`config.mk`:
```
export PLATFORM = sky130hd
export DESIGN_NAME = grad_top
export DESIGN_NICKNAME = d
export VERILOG_FILES = /design/src/logic/grad_pkg.sv /design/src/logic/div.sv /design/src/logic/grad_top.sv /design/src/logic/mag_cal.sv /design/src/logic/sqrt.sv /design/src/logic/sum_sq_diff.sv /design/src/logic/window_gen.sv
export SDC_FILE = /design/constraint.sdc
export NUM_CORES = 2
export LEC_CHECK = 0
export ABC_AREA = 1
export BUFFER_PORTS_ARGS = -buffer_cell sky130_fd_sc_hd__buf_2
export CORE_ASPECT_RATIO = 0.5
export CORE_MARGIN = 2
export CORE_UTILIZATION = 36
export CTS_CLUSTER_DIAMETER = 120
export DETAILED_ROUTE_END_ITERATION = 8
export GPL_TIMING_DRIVEN = 0
export PLACE_DENSITY = 0.54
export SYNTH_ARGS = -nofsm -noshare
export SYNTH_HDL_FRONTEND = slang
export SYNTH_SLANG_ARGS = --single-unit
export TNS_END_PERCENT = 50
```
`constraint.sdc`:
```
create_clock -name clk -period 21.9 [get_ports clk]
set_input_delay 3.285 -clock clk [delete_from_list [all_inputs] [get_ports clk]]
set_output_delay 3.285 -clock clk [all_outputs]
set_load 0.01 [all_outputs]
```
`src/logic/grad_pkg.sv`:
```
`default_nettype none

package grad_pkg;

    localparam int pix_w = 8;
    localparam int mag_f = 4;                  // magnitude fraction bits
    localparam int mag_w = pix_w + 1 + mag_f;  // 9 integer bits
    localparam int tan_i = 4;                  // includes sign
    localparam int tan_f = 16;
    localparam int tan_w = tan_i + tan_f;

    localparam int img_w = 16;
    localparam int row_w = 8;
    localparam int col_w = 4;
    localparam logic [col_w-1:0] last_col = col_w'(img_w - 1);

    // pipeline latencies in cycles
    localparam int diff_lat = 1;
    localparam int sum_lat  = 3;
    localparam int root_lat = 13;
    localparam int div_lat  = 3;
    localparam int calc_lat = sum_lat + root_lat;
    localparam int top_lat  = calc_lat + 1;   // plus window register
    localparam int tan_dly  = calc_lat - diff_lat - div_lat;

    localparam int rad_w  = 2 * root_lat;     // radicand as whole bit pairs
    localparam int rem_w  = mag_w + 3;        // sqrt partial remainder
    localparam int quo_w  = pix_w + tan_f;    // unsigned tangent quotient
    localparam int half_w = quo_w / 2;        // quotient bits per divide stage

    typedef logic [pix_w-1:0]        pixel_t;
    typedef logic signed [pix_w:0]   diff_t;
    typedef logic [2*pix_w:0]        sum_sq_t;
    typedef logic [mag_w-1:0]        mag_t;
    typedef logic signed [tan_w-1:0] tan_t;

    localparam tan_t tan_max = {1'b0, {(tan_w - 1){1'b1}}};
    localparam tan_t tan_min = {1'b1, {(tan_w - 1){1'b0}}};

    typedef struct packed {
        pixel_t top;
        pixel_t bot;
        pixel_t left;
        pixel_t right;
    } quad_pix_t;

    typedef struct packed {
        mag_t magnitude;
        tan_t tan;
    } grad_t;

endpackage

`default_nettype wire

```
`src/logic/div.sv`:
```
`timescale 1ns/100ps
`default_nettype none

module div (
    input  wire logic          clk,
    input  grad_pkg::diff_t    ver_diff,
    input  grad_pkg::diff_t    hor_diff,
    output grad_pkg::tan_t     tan
);

    // half_w quotient bits, then the remainder in the low bits
    function automatic logic [grad_pkg::half_w+grad_pkg::pix_w-1:0] long_div(
        input logic [grad_pkg::pix_w-1:0]  rem_in,
        input logic [grad_pkg::half_w-1:0] num_bits,
        input logic [grad_pkg::pix_w-1:0]  dsr
    );
        logic [grad_pkg::pix_w:0]    part;
        logic [grad_pkg::pix_w-1:0]  rem;
        logic [grad_pkg::half_w-1:0] quo;
        rem = rem_in;
        quo = '0;
        for (int i = grad_pkg::half_w - 1; i >= 0; i--) begin
            part = {rem, num_bits[i]};
            if (part >= {1'b0, dsr}) begin
                part   = part - {1'b0, dsr};
                quo[i] = 1'b1;
            end
            rem = part[grad_pkg::pix_w-1:0];
        end
        return {quo, rem};
    endfunction

    grad_pkg::diff_t             ver_abs;
    grad_pkg::diff_t             hor_abs;

    logic [grad_pkg::pix_w-1:0]  s1_num;
    logic [grad_pkg::pix_w-1:0]  s1_dsr;
    logic                        s1_neg;
    logic                        s1_ver_zero;
    logic                        s1_hor_zero;

    logic [grad_pkg::half_w+grad_pkg::pix_w-1:0] hi_res;
    logic [grad_pkg::half_w+grad_pkg::pix_w-1:0] lo_res;
    logic [grad_pkg::half_w-1:0] s2_quo_hi;
    logic [grad_pkg::pix_w-1:0]  s2_rem;
    logic [grad_pkg::pix_w-1:0]  s2_dsr;
    logic                        s2_neg;
    logic                        s2_ver_zero;
    logic                        s2_hor_zero;

    logic [grad_pkg::quo_w-1:0]  quo;
    logic                        ovf;
    grad_pkg::tan_t              quo_tan;

    // |diff| <= 255, so the magnitudes drop to pix_w bits
    assign ver_abs = ver_diff[grad_pkg::pix_w] ? -ver_diff : ver_diff;
    assign hor_abs = hor_diff[grad_pkg::pix_w] ? -hor_diff : hor_diff;

    always_ff @(posedge clk) begin
        s1_num      <= ver_abs[grad_pkg::pix_w-1:0];
        s1_dsr      <= hor_abs[grad_pkg::pix_w-1:0];
        s1_neg      <= ver_diff[grad_pkg::pix_w] ^ hor_diff[grad_pkg::pix_w];
        s1_ver_zero <= (ver_diff == '0);
        s1_hor_zero <= (hor_diff == '0);
    end

    // upper half of the dividend is |ver| followed by zeros
    assign hi_res = long_div('0, {s1_num, {(grad_pkg::half_w - grad_pkg::pix_w){1'b0}}},
                             s1_dsr);

    always_ff @(posedge clk) begin
        s2_quo_hi   <= hi_res[grad_pkg::half_w+grad_pkg::pix_w-1 -: grad_pkg::half_w];
        s2_rem      <= hi_res[grad_pkg::pix_w-1:0];
        s2_dsr      <= s1_dsr;
        s2_neg      <= s1_neg;
        s2_ver_zero <= s1_ver_zero;
        s2_hor_zero <= s1_hor_zero;
    end

    assign lo_res  = long_div(s2_rem, '0, s2_dsr);
    assign quo     = {s2_quo_hi, lo_res[grad_pkg::half_w+grad_pkg::pix_w-1 -: grad_pkg::half_w]};
    assign ovf     = |quo[grad_pkg::quo_w-1:grad_pkg::tan_w-1];  // 2^19 or more
    assign quo_tan = {1'b0, quo[grad_pkg::tan_w-2:0]};

    always_ff @(posedge clk) begin
        if (s2_ver_zero)
            tan <= '0;
        else if (s2_hor_zero || ovf)
            tan <= s2_neg ? grad_pkg::tan_min : grad_pkg::tan_max;
        else if (s2_neg)
            tan <= -quo_tan;
        else
            tan <= quo_tan;
    end

endmodule

`default_nettype wire

```
`src/logic/grad_top.sv`:
```
`timescale 1ns/100ps
`default_nettype none

module grad_top (
    input  wire logic           clk,
    input  wire logic           rst,
    input  wire logic           in_valid,
    input  wire logic           sof,
    input  grad_pkg::pixel_t    pixel,
    output logic                out_valid,
    output grad_pkg::grad_t     grad
);

    logic                quad_valid;
    grad_pkg::quad_pix_t quad;

    window_gen u_window_gen (
        .clk        (clk),
        .rst        (rst),
        .in_valid   (in_valid),
        .sof        (sof),
        .pixel      (pixel),
        .quad_valid (quad_valid),
        .quad       (quad)
    );

    // cross to result in calc_lat cycles
    mag_cal u_mag_cal (
        .clk        (clk),
        .rst        (rst),
        .quad_valid (quad_valid),
        .quad       (quad),
        .out_valid  (out_valid),
        .grad       (grad)
    );

endmodule

`default_nettype wire

```
`src/logic/mag_cal.sv`:
```
`timescale 1ns/100ps
`default_nettype none

module mag_cal (
    input  wire logic              clk,
    input  wire logic              rst,
    input  wire logic              quad_valid,
    input  grad_pkg::quad_pix_t    quad,
    output logic                   out_valid,
    output grad_pkg::grad_t        grad
);

    grad_pkg::diff_t   ver_diff;
    grad_pkg::diff_t   hor_diff;
    grad_pkg::sum_sq_t sum_sq;
    grad_pkg::mag_t    magnitude;
    grad_pkg::tan_t    tan_div;

    grad_pkg::tan_t               tan_q [grad_pkg::tan_dly];
    logic [grad_pkg::calc_lat-1:0] valid_q;

    // diffs after 1 cycle, sum of squares after 3
    sum_sq_diff u_sum_sq_diff (
        .clk      (clk),
        .quad     (quad),
        .ver_diff (ver_diff),
        .hor_diff (hor_diff),
        .sum_sq   (sum_sq)
    );

    sqrt u_sqrt (
        .clk       (clk),
        .sum_sq    (sum_sq),
        .magnitude (magnitude)
    );

    // tan ready at cycle 4, magnitude at 16
    div u_div (
        .clk      (clk),
        .ver_diff (ver_diff),
        .hor_diff (hor_diff),
        .tan      (tan_div)
    );

    always_ff @(posedge clk) begin
        tan_q[0] <= tan_div;
        for (int i = 1; i < grad_pkg::tan_dly; i++)
            tan_q[i] <= tan_q[i-1];
    end

    always_ff @(posedge clk) begin
        if (!rst)
            valid_q <= '0;
        else
            valid_q <= {valid_q[grad_pkg::calc_lat-2:0], quad_valid};
    end

    assign out_valid      = valid_q[grad_pkg::calc_lat-1];
    assign grad.magnitude = magnitude;
    assign grad.tan       = tan_q[grad_pkg::tan_dly-1];

endmodule

`default_nettype wire

```
`src/logic/sqrt.sv`:
```
`timescale 1ns/100ps
`default_nettype none

module sqrt (
    input  wire logic            clk,
    input  grad_pkg::sum_sq_t    sum_sq,
    output grad_pkg::mag_t       magnitude
);

    // per-stage pipeline state
    logic [grad_pkg::rad_w-1:0] rad_q  [grad_pkg::root_lat];
    logic [grad_pkg::rem_w-1:0] rem_q  [grad_pkg::root_lat];
    grad_pkg::mag_t             root_q [grad_pkg::root_lat];

    for (genvar s = 0; s < grad_pkg::root_lat; s++) begin : g_stage
        logic [grad_pkg::rad_w-1:0] rad_prev;
        logic [grad_pkg::rem_w-1:0] rem_prev;
        logic [grad_pkg::rem_w-1:0] rem_cat;
        logic [grad_pkg::rem_w-1:0] trial;
        grad_pkg::mag_t             root_prev;

        if (s == 0) begin : g_first
            // scale by 2^(2*mag_f) for the fraction bits, pad to an even width
            assign rad_prev  = {1'b0, sum_sq, {(2 * grad_pkg::mag_f){1'b0}}};
            assign rem_prev  = '0;
            assign root_prev = '0;
        end else begin : g_next
            assign rad_prev  = rad_q[s-1];
            assign rem_prev  = rem_q[s-1];
            assign root_prev = root_q[s-1];
        end

        // bring down the next two radicand bits
        assign rem_cat = {rem_prev[grad_pkg::rem_w-3:0],
                          rad_prev[grad_pkg::rad_w-1 -: 2]};
        assign trial   = {1'b0, root_prev, 2'b01};  // 4*root + 1

        always_ff @(posedge clk) begin
            rad_q[s] <= rad_prev << 2;
            if (rem_cat >= trial) begin
                rem_q[s]  <= rem_cat - trial;
                root_q[s] <= {root_prev[grad_pkg::mag_w-2:0], 1'b1};
            end else begin
                rem_q[s]  <= rem_cat;  // restore
                root_q[s] <= {root_prev[grad_pkg::mag_w-2:0], 1'b0};
            end
        end
    end

    assign magnitude = root_q[grad_pkg::root_lat-1];

endmodule

`default_nettype wire

```
`src/logic/sum_sq_diff.sv`:
```
`timescale 1ns/100ps
`default_nettype none

module sum_sq_diff (
    input  wire logic              clk,
    input  grad_pkg::quad_pix_t    quad,
    output grad_pkg::diff_t        ver_diff,
    output grad_pkg::diff_t        hor_diff,
    output grad_pkg::sum_sq_t      sum_sq
);

    logic signed [2*grad_pkg::pix_w-1:0] ver_ext;
    logic signed [2*grad_pkg::pix_w-1:0] hor_ext;
    logic [2*grad_pkg::pix_w-1:0]        ver_sq;
    logic [2*grad_pkg::pix_w-1:0]        hor_sq;

    // stage 1, zero-extended pixels
    always_ff @(posedge clk) begin
        ver_diff <= $signed({1'b0, quad.bot}) - $signed({1'b0, quad.top});
        hor_diff <= $signed({1'b0, quad.right}) - $signed({1'b0, quad.left});
    end

    assign ver_ext = {{(grad_pkg::pix_w - 1){ver_diff[grad_pkg::pix_w]}}, ver_diff};
    assign hor_ext = {{(grad_pkg::pix_w - 1){hor_diff[grad_pkg::pix_w]}}, hor_diff};

    // stage 2, 255^2 still fits 16 bits
    always_ff @(posedge clk) begin
        ver_sq <= ver_ext * ver_ext;
        hor_sq <= hor_ext * hor_ext;
    end

    // stage 3
    always_ff @(posedge clk) begin
        sum_sq <= {1'b0, ver_sq} + {1'b0, hor_sq};
    end

endmodule

`default_nettype wire

```
`src/logic/window_gen.sv`:
```
`timescale 1ns/100ps
`default_nettype none

module window_gen (
    input  wire logic                 clk,
    input  wire logic                 rst,
    input  wire logic                 in_valid,
    input  wire logic                 sof,
    input  grad_pkg::pixel_t          pixel,
    output logic                      quad_valid,
    output grad_pkg::quad_pix_t       quad
);

    // two rows of history, roles swap at every row end
    grad_pkg::pixel_t line_mem [2][grad_pkg::img_w];
    logic                        wr_sel;     // buffer holding row r-2, overwritten by row r

    logic [grad_pkg::col_w-1:0]  col_cnt;
    logic [grad_pkg::row_w-1:0]  row_cnt;
    logic [grad_pkg::col_w-1:0]  cur_col;
    logic [grad_pkg::row_w-1:0]  cur_row;

    grad_pkg::pixel_t            mid_sr [2]; // middle row at c-1 and c-2
    grad_pkg::pixel_t            top_d;      // row r-2 at c-1
    grad_pkg::pixel_t            last_pix;   // current row at c-1
    grad_pkg::pixel_t            up_pix;
    grad_pkg::pixel_t            mid_pix;
    logic                        interior;

    // sof restarts the frame on the pixel that carries it
    assign cur_col = sof ? '0 : col_cnt;
    assign cur_row = sof ? '0 : row_cnt;

    assign up_pix   = line_mem[wr_sel][cur_col];
    assign mid_pix  = line_mem[!wr_sel][cur_col];
    assign interior = (cur_row >= 2) && (cur_col >= 2);

    always_ff @(posedge clk) begin
        if (!rst) begin
            col_cnt    <= '0;
            row_cnt    <= '0;
            wr_sel     <= 1'b0;
            quad_valid <= 1'b0;
        end else begin
            quad_valid <= in_valid && interior;
            if (in_valid) begin
                if (cur_col == grad_pkg::last_col) begin
                    col_cnt <= '0;
                    wr_sel  <= !wr_sel;
                    if (cur_row != '1)
                        row_cnt <= cur_row + 1'b1;
                    else
                        row_cnt <= cur_row;  // hold at max, only r >= 2 matters
                end else begin
                    col_cnt <= cur_col + 1'b1;
                    row_cnt <= cur_row;
                end
            end
        end
    end

    always_ff @(posedge clk) begin
        if (in_valid) begin
            line_mem[wr_sel][cur_col] <= pixel;
            top_d     <= up_pix;
            mid_sr[0] <= mid_pix;
            mid_sr[1] <= mid_sr[0];
            last_pix  <= pixel;
            quad.top   <= top_d;
            quad.bot   <= last_pix;
            quad.left  <= mid_sr[1];
            quad.right <= mid_pix;
        end
    end

endmodule

`default_nettype wire

```
Word-level counts from Yosys, hierarchy flattened
Memory sizes are Yosys's and may differ from the RTL's. A register that Yosys moved wholly into a read port is not among the register bits.
Index checks and enable logic that the tools add are counted.
Word-level totals
  register bits after elaboration: 207
  RAM bits: 1201
  output and inout port bits: 34
  memories kept: 6
Cells by class
  $add $sub $neg: 44
  multiply operators: 2
  magnitude comparators: 41
  eq/ne operators: 2
  mux-type cells: 135
  bitwise logic cells: 28
  reductions and logical operators: 9
Memories
  u_mag_cal.u_sqrt.rad_q: depth 13, bits a word 24, read ports 12, clocked after memory_dff 0, write ports 13, RTL line sqrt.sv:11  | logic [grad_pkg::rad_w-1:0] rad_q [grad_pkg::root_lat];
  u_window_gen.line_mem: depth 2, bits a word 128, read ports 2, clocked after memory_dff 1, write ports 1, RTL line window_gen.sv:15  | grad_pkg::pixel_t line_mem [2][grad_pkg::img_w];
  u_mag_cal.tan_q: depth 12, bits a word 20, read ports 12, clocked after memory_dff 0, write ports 12, RTL line mag_cal.sv:19  | grad_pkg::tan_t tan_q [grad_pkg::tan_dly];
  u_mag_cal.u_sqrt.rem_q: depth 13, bits a word 16, read ports 12, clocked after memory_dff 0, write ports 13, RTL line sqrt.sv:12  | logic [grad_pkg::rem_w-1:0] rem_q [grad_pkg::root_lat];
  u_mag_cal.u_sqrt.root_q: depth 13, bits a word 13, read ports 13, clocked after memory_dff 0, write ports 13, RTL line sqrt.sv:13  | grad_pkg::mag_t root_q [grad_pkg::root_lat];
  u_window_gen.mid_sr: depth 2, bits a word 8, read ports 2, clocked after memory_dff 1, write ports 2, RTL line window_gen.sv:23  | grad_pkg::pixel_t mid_sr [2];
Operators with widths (number)
  two-way mux 8 bit: 33
  two-way mux 16 bit: 13
  greater-or-equal comparator 9 x 8 -> 1 bit: 23
  greater-or-equal comparator 16 x 15 -> 1 bit: 12
  subtractor 16 x 15 -> 16 bit: 12
  subtractor 8 bit: 22
  two-way mux 13 bit: 13
  two-way mux 128 bit: 1
  two-way mux 1 bit: 67
  binary-select mux 8 bit (select 4 bit): 2
  two-way mux 20 bit: 3
  demux 8 bit (select 4 bit): 1
  multiplier 9 x 9 -> 16 bit: 2
  OR 1 bit: 26
  negator 19 -> 20 bit: 1
  zero test 9 bit: 2
  subtractor 8 x 8 -> 9 bit: 2
  adder 16 x 16 -> 17 bit: 1
  negator 8 bit: 2
  adder 8 x 1 -> 8 bit, second input constant: 1
  greater-or-equal comparator 1 x 8 -> 1 bit: 1
  greater-or-equal comparator 8 x 2 -> 1 bit, second input constant: 1
  two-way mux 4 bit: 2
  != test 8 bit, second input constant: 1
  15 further kinds: 17

Longest topological paths before layout
  depth in word-level cells: 27
  gate-level depth with buffers: 185

Modules after synthesis
From an unflattened synthesis, not the netlist that was laid out.
Unflattened totals
  cells, all modules: 6804
  area total of the unflattened synthesis: 55761.0 um2
Modules (own cells, without submodules)
  window_gen: times used 1, cells an instance 1785, area an instance 16261.8 um2, seq. area each 9669.3 um2
  sqrt: times used 1, cells an instance 1833, area an instance 14081.0 um2, seq. area each 6226.0 um2
  div: times used 1, cells an instance 1903, area an instance 12071.6 um2, seq. area each 1401.3 um2
  sum_sq_diff: times used 1, cells an instance 973, area an instance 7907.6 um2, seq. area each 1301.2 um2
  mag_cal: times used 1, cells an instance 310, area an instance 5439.0 um2, seq. area each 5124.9 um2

Worst setup path before layout
No wires, ideal clock.
  path type: reg-to-reg
  from: reg u_mag_cal.u_div.s1_dsr[1] in the netlist's numbering
  to: reg u_mag_cal.u_div.s2_rem[1] in the netlist's numbering
  library setup time: 0.058 ns
  arrival time: 21.774 ns
  setup slack: 0.068 ns
  stages on the path, launching flop included: 157
  path buffers: 4
  cell sequence: dfxtp_1 inv_1 ha_1 nand2_1 nor2_2 inv_2 a21oi_4 inv_1 o21ai_0 ha_1 nand3_1 nand2_1 a21oi_1 o21bai_2 nand2_2 a21oi_4 o21ai_4 nand2_4 (+121 left out) nand2_1 o21ai_2 ha_1 a21oi_1 nand2_1 a21oi_1 inv_1 a21oi_1 nor2_1 nor2_1 inv_1 a21oi_1 inv_1 a211oi_1 nand2_1 nor2_4 nand2_1 nand2_1
Between the ends
  word-level cells in the longest chain between the ends: 24
  elaborated cells between the ends (all ways): 36
  classes of those cells: add/sub (12); order compare (12); mux (12)
Ends and longest elaborated chain
  from (decl): RTL line div.sv:37  | logic [grad_pkg::pix_w-1:0] s1_dsr;
  from (signal assigned): RTL line div.sv:61  | s1_dsr <= hor_abs[grad_pkg::pix_w-1:0];
  subtractor 1 x 8 -> 8 bit or greater-or-equal comparator 1 x 8 -> 1 bit (tied branches): RTL line div.sv:25, div.sv:24
  two-way mux 8 bit: RTL line div.sv:24  | if (part >= {1'b0, dsr}) begin
  subtractor 8 bit or greater-or-equal comparator 9 x 8 -> 1 bit (tied branches): RTL line div.sv:25, div.sv:24
  two-way mux 8 bit: RTL line div.sv:24
  subtractor 8 bit or greater-or-equal comparator 9 x 8 -> 1 bit (tied branches): RTL line div.sv:25, div.sv:24
  two-way mux 8 bit: RTL line div.sv:24
  subtractor 8 bit or greater-or-equal comparator 9 x 8 -> 1 bit (tied branches): RTL line div.sv:25, div.sv:24
  two-way mux 8 bit: RTL line div.sv:24
  (+9 left out)
  two-way mux 8 bit: RTL line div.sv:24
  subtractor 8 bit or greater-or-equal comparator 9 x 8 -> 1 bit (tied branches): RTL line div.sv:25, div.sv:24
  two-way mux 8 bit: RTL line div.sv:24
  greater-or-equal comparator 9 x 8 -> 1 bit or subtractor 8 bit (tied branches): RTL line div.sv:24, div.sv:25
  two-way mux 8 bit: RTL line div.sv:24
  subtractor 8 bit or greater-or-equal comparator 9 x 8 -> 1 bit (tied branches): RTL line div.sv:25, div.sv:24
  two-way mux 8 bit *: RTL line div.sv:24
  via u_mag_cal.u_div.hi_res (one bit): RTL line div.sv:42  | logic [grad_pkg::half_w+grad_pkg::pix_w-1:0] hi_res;
  to (signal assigned): RTL line div.sv:73  | s2_rem <= hi_res[grad_pkg::pix_w-1:0];
  to (decl): RTL line div.sv:45  | logic [grad_pkg::pix_w-1:0] s2_rem;
Mark *: on every way through the listed nets, which the timed path passes. The rest lies on a longest branch.
A chain may end at the register's enable or synchronous reset.

Final worst setup path
  from: reg u_mag_cal.u_div.s2_dsr[4] in the netlist's numbering
  to: reg u_mag_cal.u_div.tan[14]
Between the ends
  word-level cells in the longest chain between the ends: 27
  elaborated cells between the ends (all ways): 49
  classes of those cells: add/sub (12); order compare (12); mux (25)
Ends and longest elaborated chain
  from (decl): RTL line div.sv:46  | logic [grad_pkg::pix_w-1:0] s2_dsr;
  from (signal assigned): RTL line div.sv:74  | s2_dsr <= s1_dsr;
  subtractor 8 bit or greater-or-equal comparator 9 x 8 -> 1 bit (tied branches): RTL line div.sv:25, div.sv:24
  two-way mux 8 bit: RTL line div.sv:24
  subtractor 8 bit or greater-or-equal comparator 9 x 8 -> 1 bit (tied branches): RTL line div.sv:25, div.sv:24
  two-way mux 8 bit: RTL line div.sv:24
  subtractor 8 bit or greater-or-equal comparator 9 x 8 -> 1 bit (tied branches): RTL line div.sv:25, div.sv:24
  two-way mux 8 bit: RTL line div.sv:24
  subtractor 8 bit or greater-or-equal comparator 9 x 8 -> 1 bit (tied branches): RTL line div.sv:25, div.sv:24
  two-way mux 8 bit: RTL line div.sv:24
  (+11 left out)
  two-way mux 8 bit: RTL line div.sv:24
  subtractor 8 bit or greater-or-equal comparator 9 x 8 -> 1 bit (tied branches): RTL line div.sv:25, div.sv:24
  two-way mux 8 bit: RTL line div.sv:24
  greater-or-equal comparator 9 x 8 -> 1 bit: RTL line div.sv:24
  two-way mux 1 bit: RTL line div.sv:24
  negator 19 -> 20 bit *: RTL line div.sv:91  | tan <= -quo_tan;
  two-way mux 20 bit *: RTL line div.sv:90  | else if (s2_neg)
  two-way mux 20 bit *: RTL line div.sv:88  | else if (s2_hor_zero || ovf)
  to (signal assigned): RTL line div.sv:89  | tan <= s2_neg ? grad_pkg::tan_min : grad_pkg::tan_max;
  to (signal assigned): RTL line div.sv:91
  to (signal assigned): RTL line div.sv:93  | tan <= quo_tan;
  to (decl): RTL line div.sv:8  | output grad_pkg::tan_t tan
Every way passes the cells marked *; elsewhere a longest branch is shown, timed or not.

==> summary.txt <==
Place WS = -3.88 ns
Synth Area in Compound Gates = 0.126
detailed placer's ending HPWL = 94800 µm
slowest cell on the critical path = a221o_2
mux cell area share after synthesis = 0.000876
Die Footprint = 146000 µm²
register bit total from synthesis = 1027
Tcrit/Tclk final = 0.958
Post-synth ARST share = 0
Placement Cell Area = 54000 µm²
crit path launch type = register
Simple-Gate Fraction of Synth Area = 0.140
GP Congestion = 0.924
worst slew pin tran = 1.39 ns
initial antenna violation count = 1
Final Max Tran Viols = 0
# clock sinks = 1027
WS Path Type = reg2reg
initial DRC count = 2976
Buffers on Ports = 45
synth-to-layout area growth = 18.5%
relative slew slack = 0.0659
Setup-failing EPs final = 0
CP max FO = 7
Final Hold Fails = 0
1st-pass router iterations = 6
Final Core Density = 0.433
hold endpoint = u_mag_cal.tan_q[1][14]$_DFF_P_
CP Capture Type = register
cts-stage hold buffer count = 0
total congestion overflow = 0
CP dominant cell by count = nor2_1
largest net degree at the start of global routing = 58
Reg2Reg Capture Point = u_mag_cal.u_div.tan[14]$_SDFF_PP0_
flop2flop setup slack = 0.92 ns
Hold Crit Start = u_mag_cal.tan_q[0][74]$_DFF_P_
CP Data Arrival Time = 21.60 ns
Post-Syn Area per Cell = 9.15 µm²
# rows = 97
commonest non-fill, non-tap cell in the layout = inv_1
XOR/XNOR Fraction of Synth Area = 0.0496
Worst-path clk slew = 0.08 ns
final net count = 6493
launching point of the worst reg2reg path = u_mag_cal.u_div.s2_dsr[4]$_DFF_P_
Gate Count Post-Synth = 5617
num ports = 46
commonest cells after routing, fill and taps aside = inv_1 (802), dfxtp_1 (705), nand2_1 (672)
status = finished clean
GRT Util Overall = 0.176
max incr delay on CP = 0.37 ns
sequential fraction of the synthesis area = 0.461
Post-Synth Adder-Cell Area = 0.140
global-route wire length before repair = 205000 µm
count of cell types in the netlist = 83
MaxCap Viol Count = 0
post-route cell area = 60900 µm²
worst skew pair latency = 0.73 ns
vias in the first global route = 37500
die height = 271 µm
# DRC = 0
via count = 39000
Clock Tree Buf Depth = 3
Setup WS post-layout = 0.921 ns
CP required = 22.52 ns
synthesized net count = 6133
root buf cell = clkbuf_16
total CTS buffers = 93
Post-Route WL = 134000 µm
layout cells sized above 1 = 0.158
Routed Antenna Nets = 0
Starting Density = 0.365
drt wl/cell = 16.9 µm
clock skew = 0.0576 ns
top_reg_cell synth = dfxtp_1
total core area = 141000 µm²
hold-critical path depth = 0
R2R depth = 170
synth warn = 0
HP Class = reg2reg
fill count = 13500
Cell Area, Synth = 51400 µm²
CTS tree = yes
combinational family with the most area after synthesis = adder cells
fin crit period = 20.98 ns
Max H-tree Level = 3
DIE WIDTH = 538 µm
EDFF count, synth = 312
FMAX = 47.7 MHz
DR vias/cell = 4.92
-- critical path: cells and delay by family, from the launching register on --
kind                     cells  cell delay (ns)
AO/OA/AOI/OAI               44             6.27
AND/OR/NAND/NOR             74             7.02
adder cells (fa/ha/maj)     12             3.15
buffers and inverters       39             3.82
XOR/XNOR                     1             0.16
flip-flops                   1             0.34
-- Yosys cell counts (5+ instances only) --
cell	number	area [µm²]
nand2_4	18	203
nor4_1	22	138
nand3_1	161	806
o211ai_1	50	375
a221oi_1	18	158
o21bai_1	57	428
o21ai_2	7	61.3
o31ai_1	10	75.1
nand3_4	11	193
buf_6	9	101
o221ai_1	24	210
o21ai_0	496	2480
dfxtp_1	715	14300
xnor2_1	79	692
o21ai_1	29	145
o21a_1	7	52.6
edfxtp_1	312	9370
nor2_4	10	113
a211oi_1	5	37.5
inv_2	23	86.3
a31oi_1	22	138
buf_1	7	26.3
buf_4	24	180
clkbuf_1	134	503
nand3b_1	7	52.6
fa_1	119	2380
nand2_2	39	244
nor3_1	72	360
nand3_2	18	180
nand2_1	717	2690
nor2_1	412	1550
ha_1	385	4820
a21o_1	7	52.6
or2_2	21	131
o22ai_1	23	144
nor2_2	18	113
a21oi_1	354	1770
nand4_1	33	206
xor2_1	212	1860
inv_1	856	3210
-- through the flow --
| stage | std cells | hold slack, ns | setup TNS (ns) |
|---|---|---|---|
| 6_report | 7938 | 0.315 | 0 |
| 5_1_grt | 7937 | 0.322 | -4.57 |
| 4_1_cts | 7802 | 0.319 | 0 |
| 3_5_place_dp | 7545 | 0.312 | -83.89 |
| 3_3_place_gp | 7543 | 0.310 | -67.43 |
| 2_1_floorplan | 5617 | 0.310 | 0 |
-- how the worst max path moves through the flow --
stage | slack (ns) | end | from | cells after the start
after floorplan | 0.07 | u_mag_cal.u_div.s2_rem[1]$_DFF_P_ | u_mag_cal.u_div.s1_dsr[1]$_DFF_P_ | 156
after global placement | -3.24 | u_mag_cal.u_div.s2_rem[7]$_DFF_P_ | u_mag_cal.u_div.s1_dsr[1]$_DFF_P_ | 156
after detailed placement | -3.88 | u_mag_cal.u_div.s2_rem[6]$_DFF_P_ | u_mag_cal.u_div.s1_dsr[1]$_DFF_P_ | 156
after CTS | 0.01 | u_mag_cal.u_div.s2_rem[6]$_DFF_P_ | u_mag_cal.u_div.s1_num[7]$_DFF_P_ | 163
after global routing | -0.46 | u_mag_cal.u_div.tan[14]$_SDFF_PP0_ | u_mag_cal.u_div.s2_dsr[0]$_DFF_P_ | 178
final | 0.92 | u_mag_cal.u_div.tan[14]$_SDFF_PP0_ | u_mag_cal.u_div.s2_dsr[4]$_DFF_P_ | 170
-- logic make-up after synthesis --
group | after synthesis
compound gates | 1141
xor+xnor | 291
fa+ha+maj | 504
buf+inv | 1071
flops | 1027
mux | 4
other cells | 1
simple gates | 1578
-- per-layer routing --
layer	vias up	track usage	share of wire
li1	19200	-	-
met1	18400	0.237	0.45
met2	1168	0.288	0.46
met3	242	0.0315	0.063
met4	0	0.0513	0.029
met5	-	0	0
-- state kept, by name, summed over array words and instances, names as in the netlist, 16 cells and up, named ones only --
| register | count |
|---|---|
| u_mag_cal.u_div.tan | 20 |
| u_mag_cal.u_sqrt.rad_q | 72 |
| u_mag_cal.u_sqrt.rem_q | 148 |
| u_mag_cal.tan_q | 240 |
| u_mag_cal.u_sum_sq_diff.sum_sq | 17 |
| u_mag_cal.valid_q | 16 |
| u_window_gen.mid_sr | 16 |
| u_mag_cal.u_sqrt.root_q | 91 |
| u_window_gen.quad | 24 |
| u_window_gen.line_mem | 256 |
-- timing repair --
action	4_1_cts	5_1_grt
endpoints found under the setup margin	30	29
cloned	1	3
pin swaps	54	206
gates resized for setup	115	307
buffers inserted	84	137
-- final cells by class --
class | instances | area (µm²) | share of cell area
diodes | 1 | 2.50 | 0.0000411
plain buffers | 177 | 907 | 0.0149
clock buffers | 118 | 2540 | 0.0417
clock inverters | 56 | 828 | 0.0136
inverters | 887 | 3440 | 0.0566
multi-input cells | 3520 | 25100 | 0.413
flip-flops and latches | 1027 | 23700 | 0.389
well taps | 1881 | 2350 | 0.0386
repair buffers | 270 | 1960 | 0.0322
repair inverters | 1 | 5.00 | 0.0000822
Power is left out: the tool's default activity adds up to more than one toggle a clock period on the data nets, which glitch-free logic cannot reach.
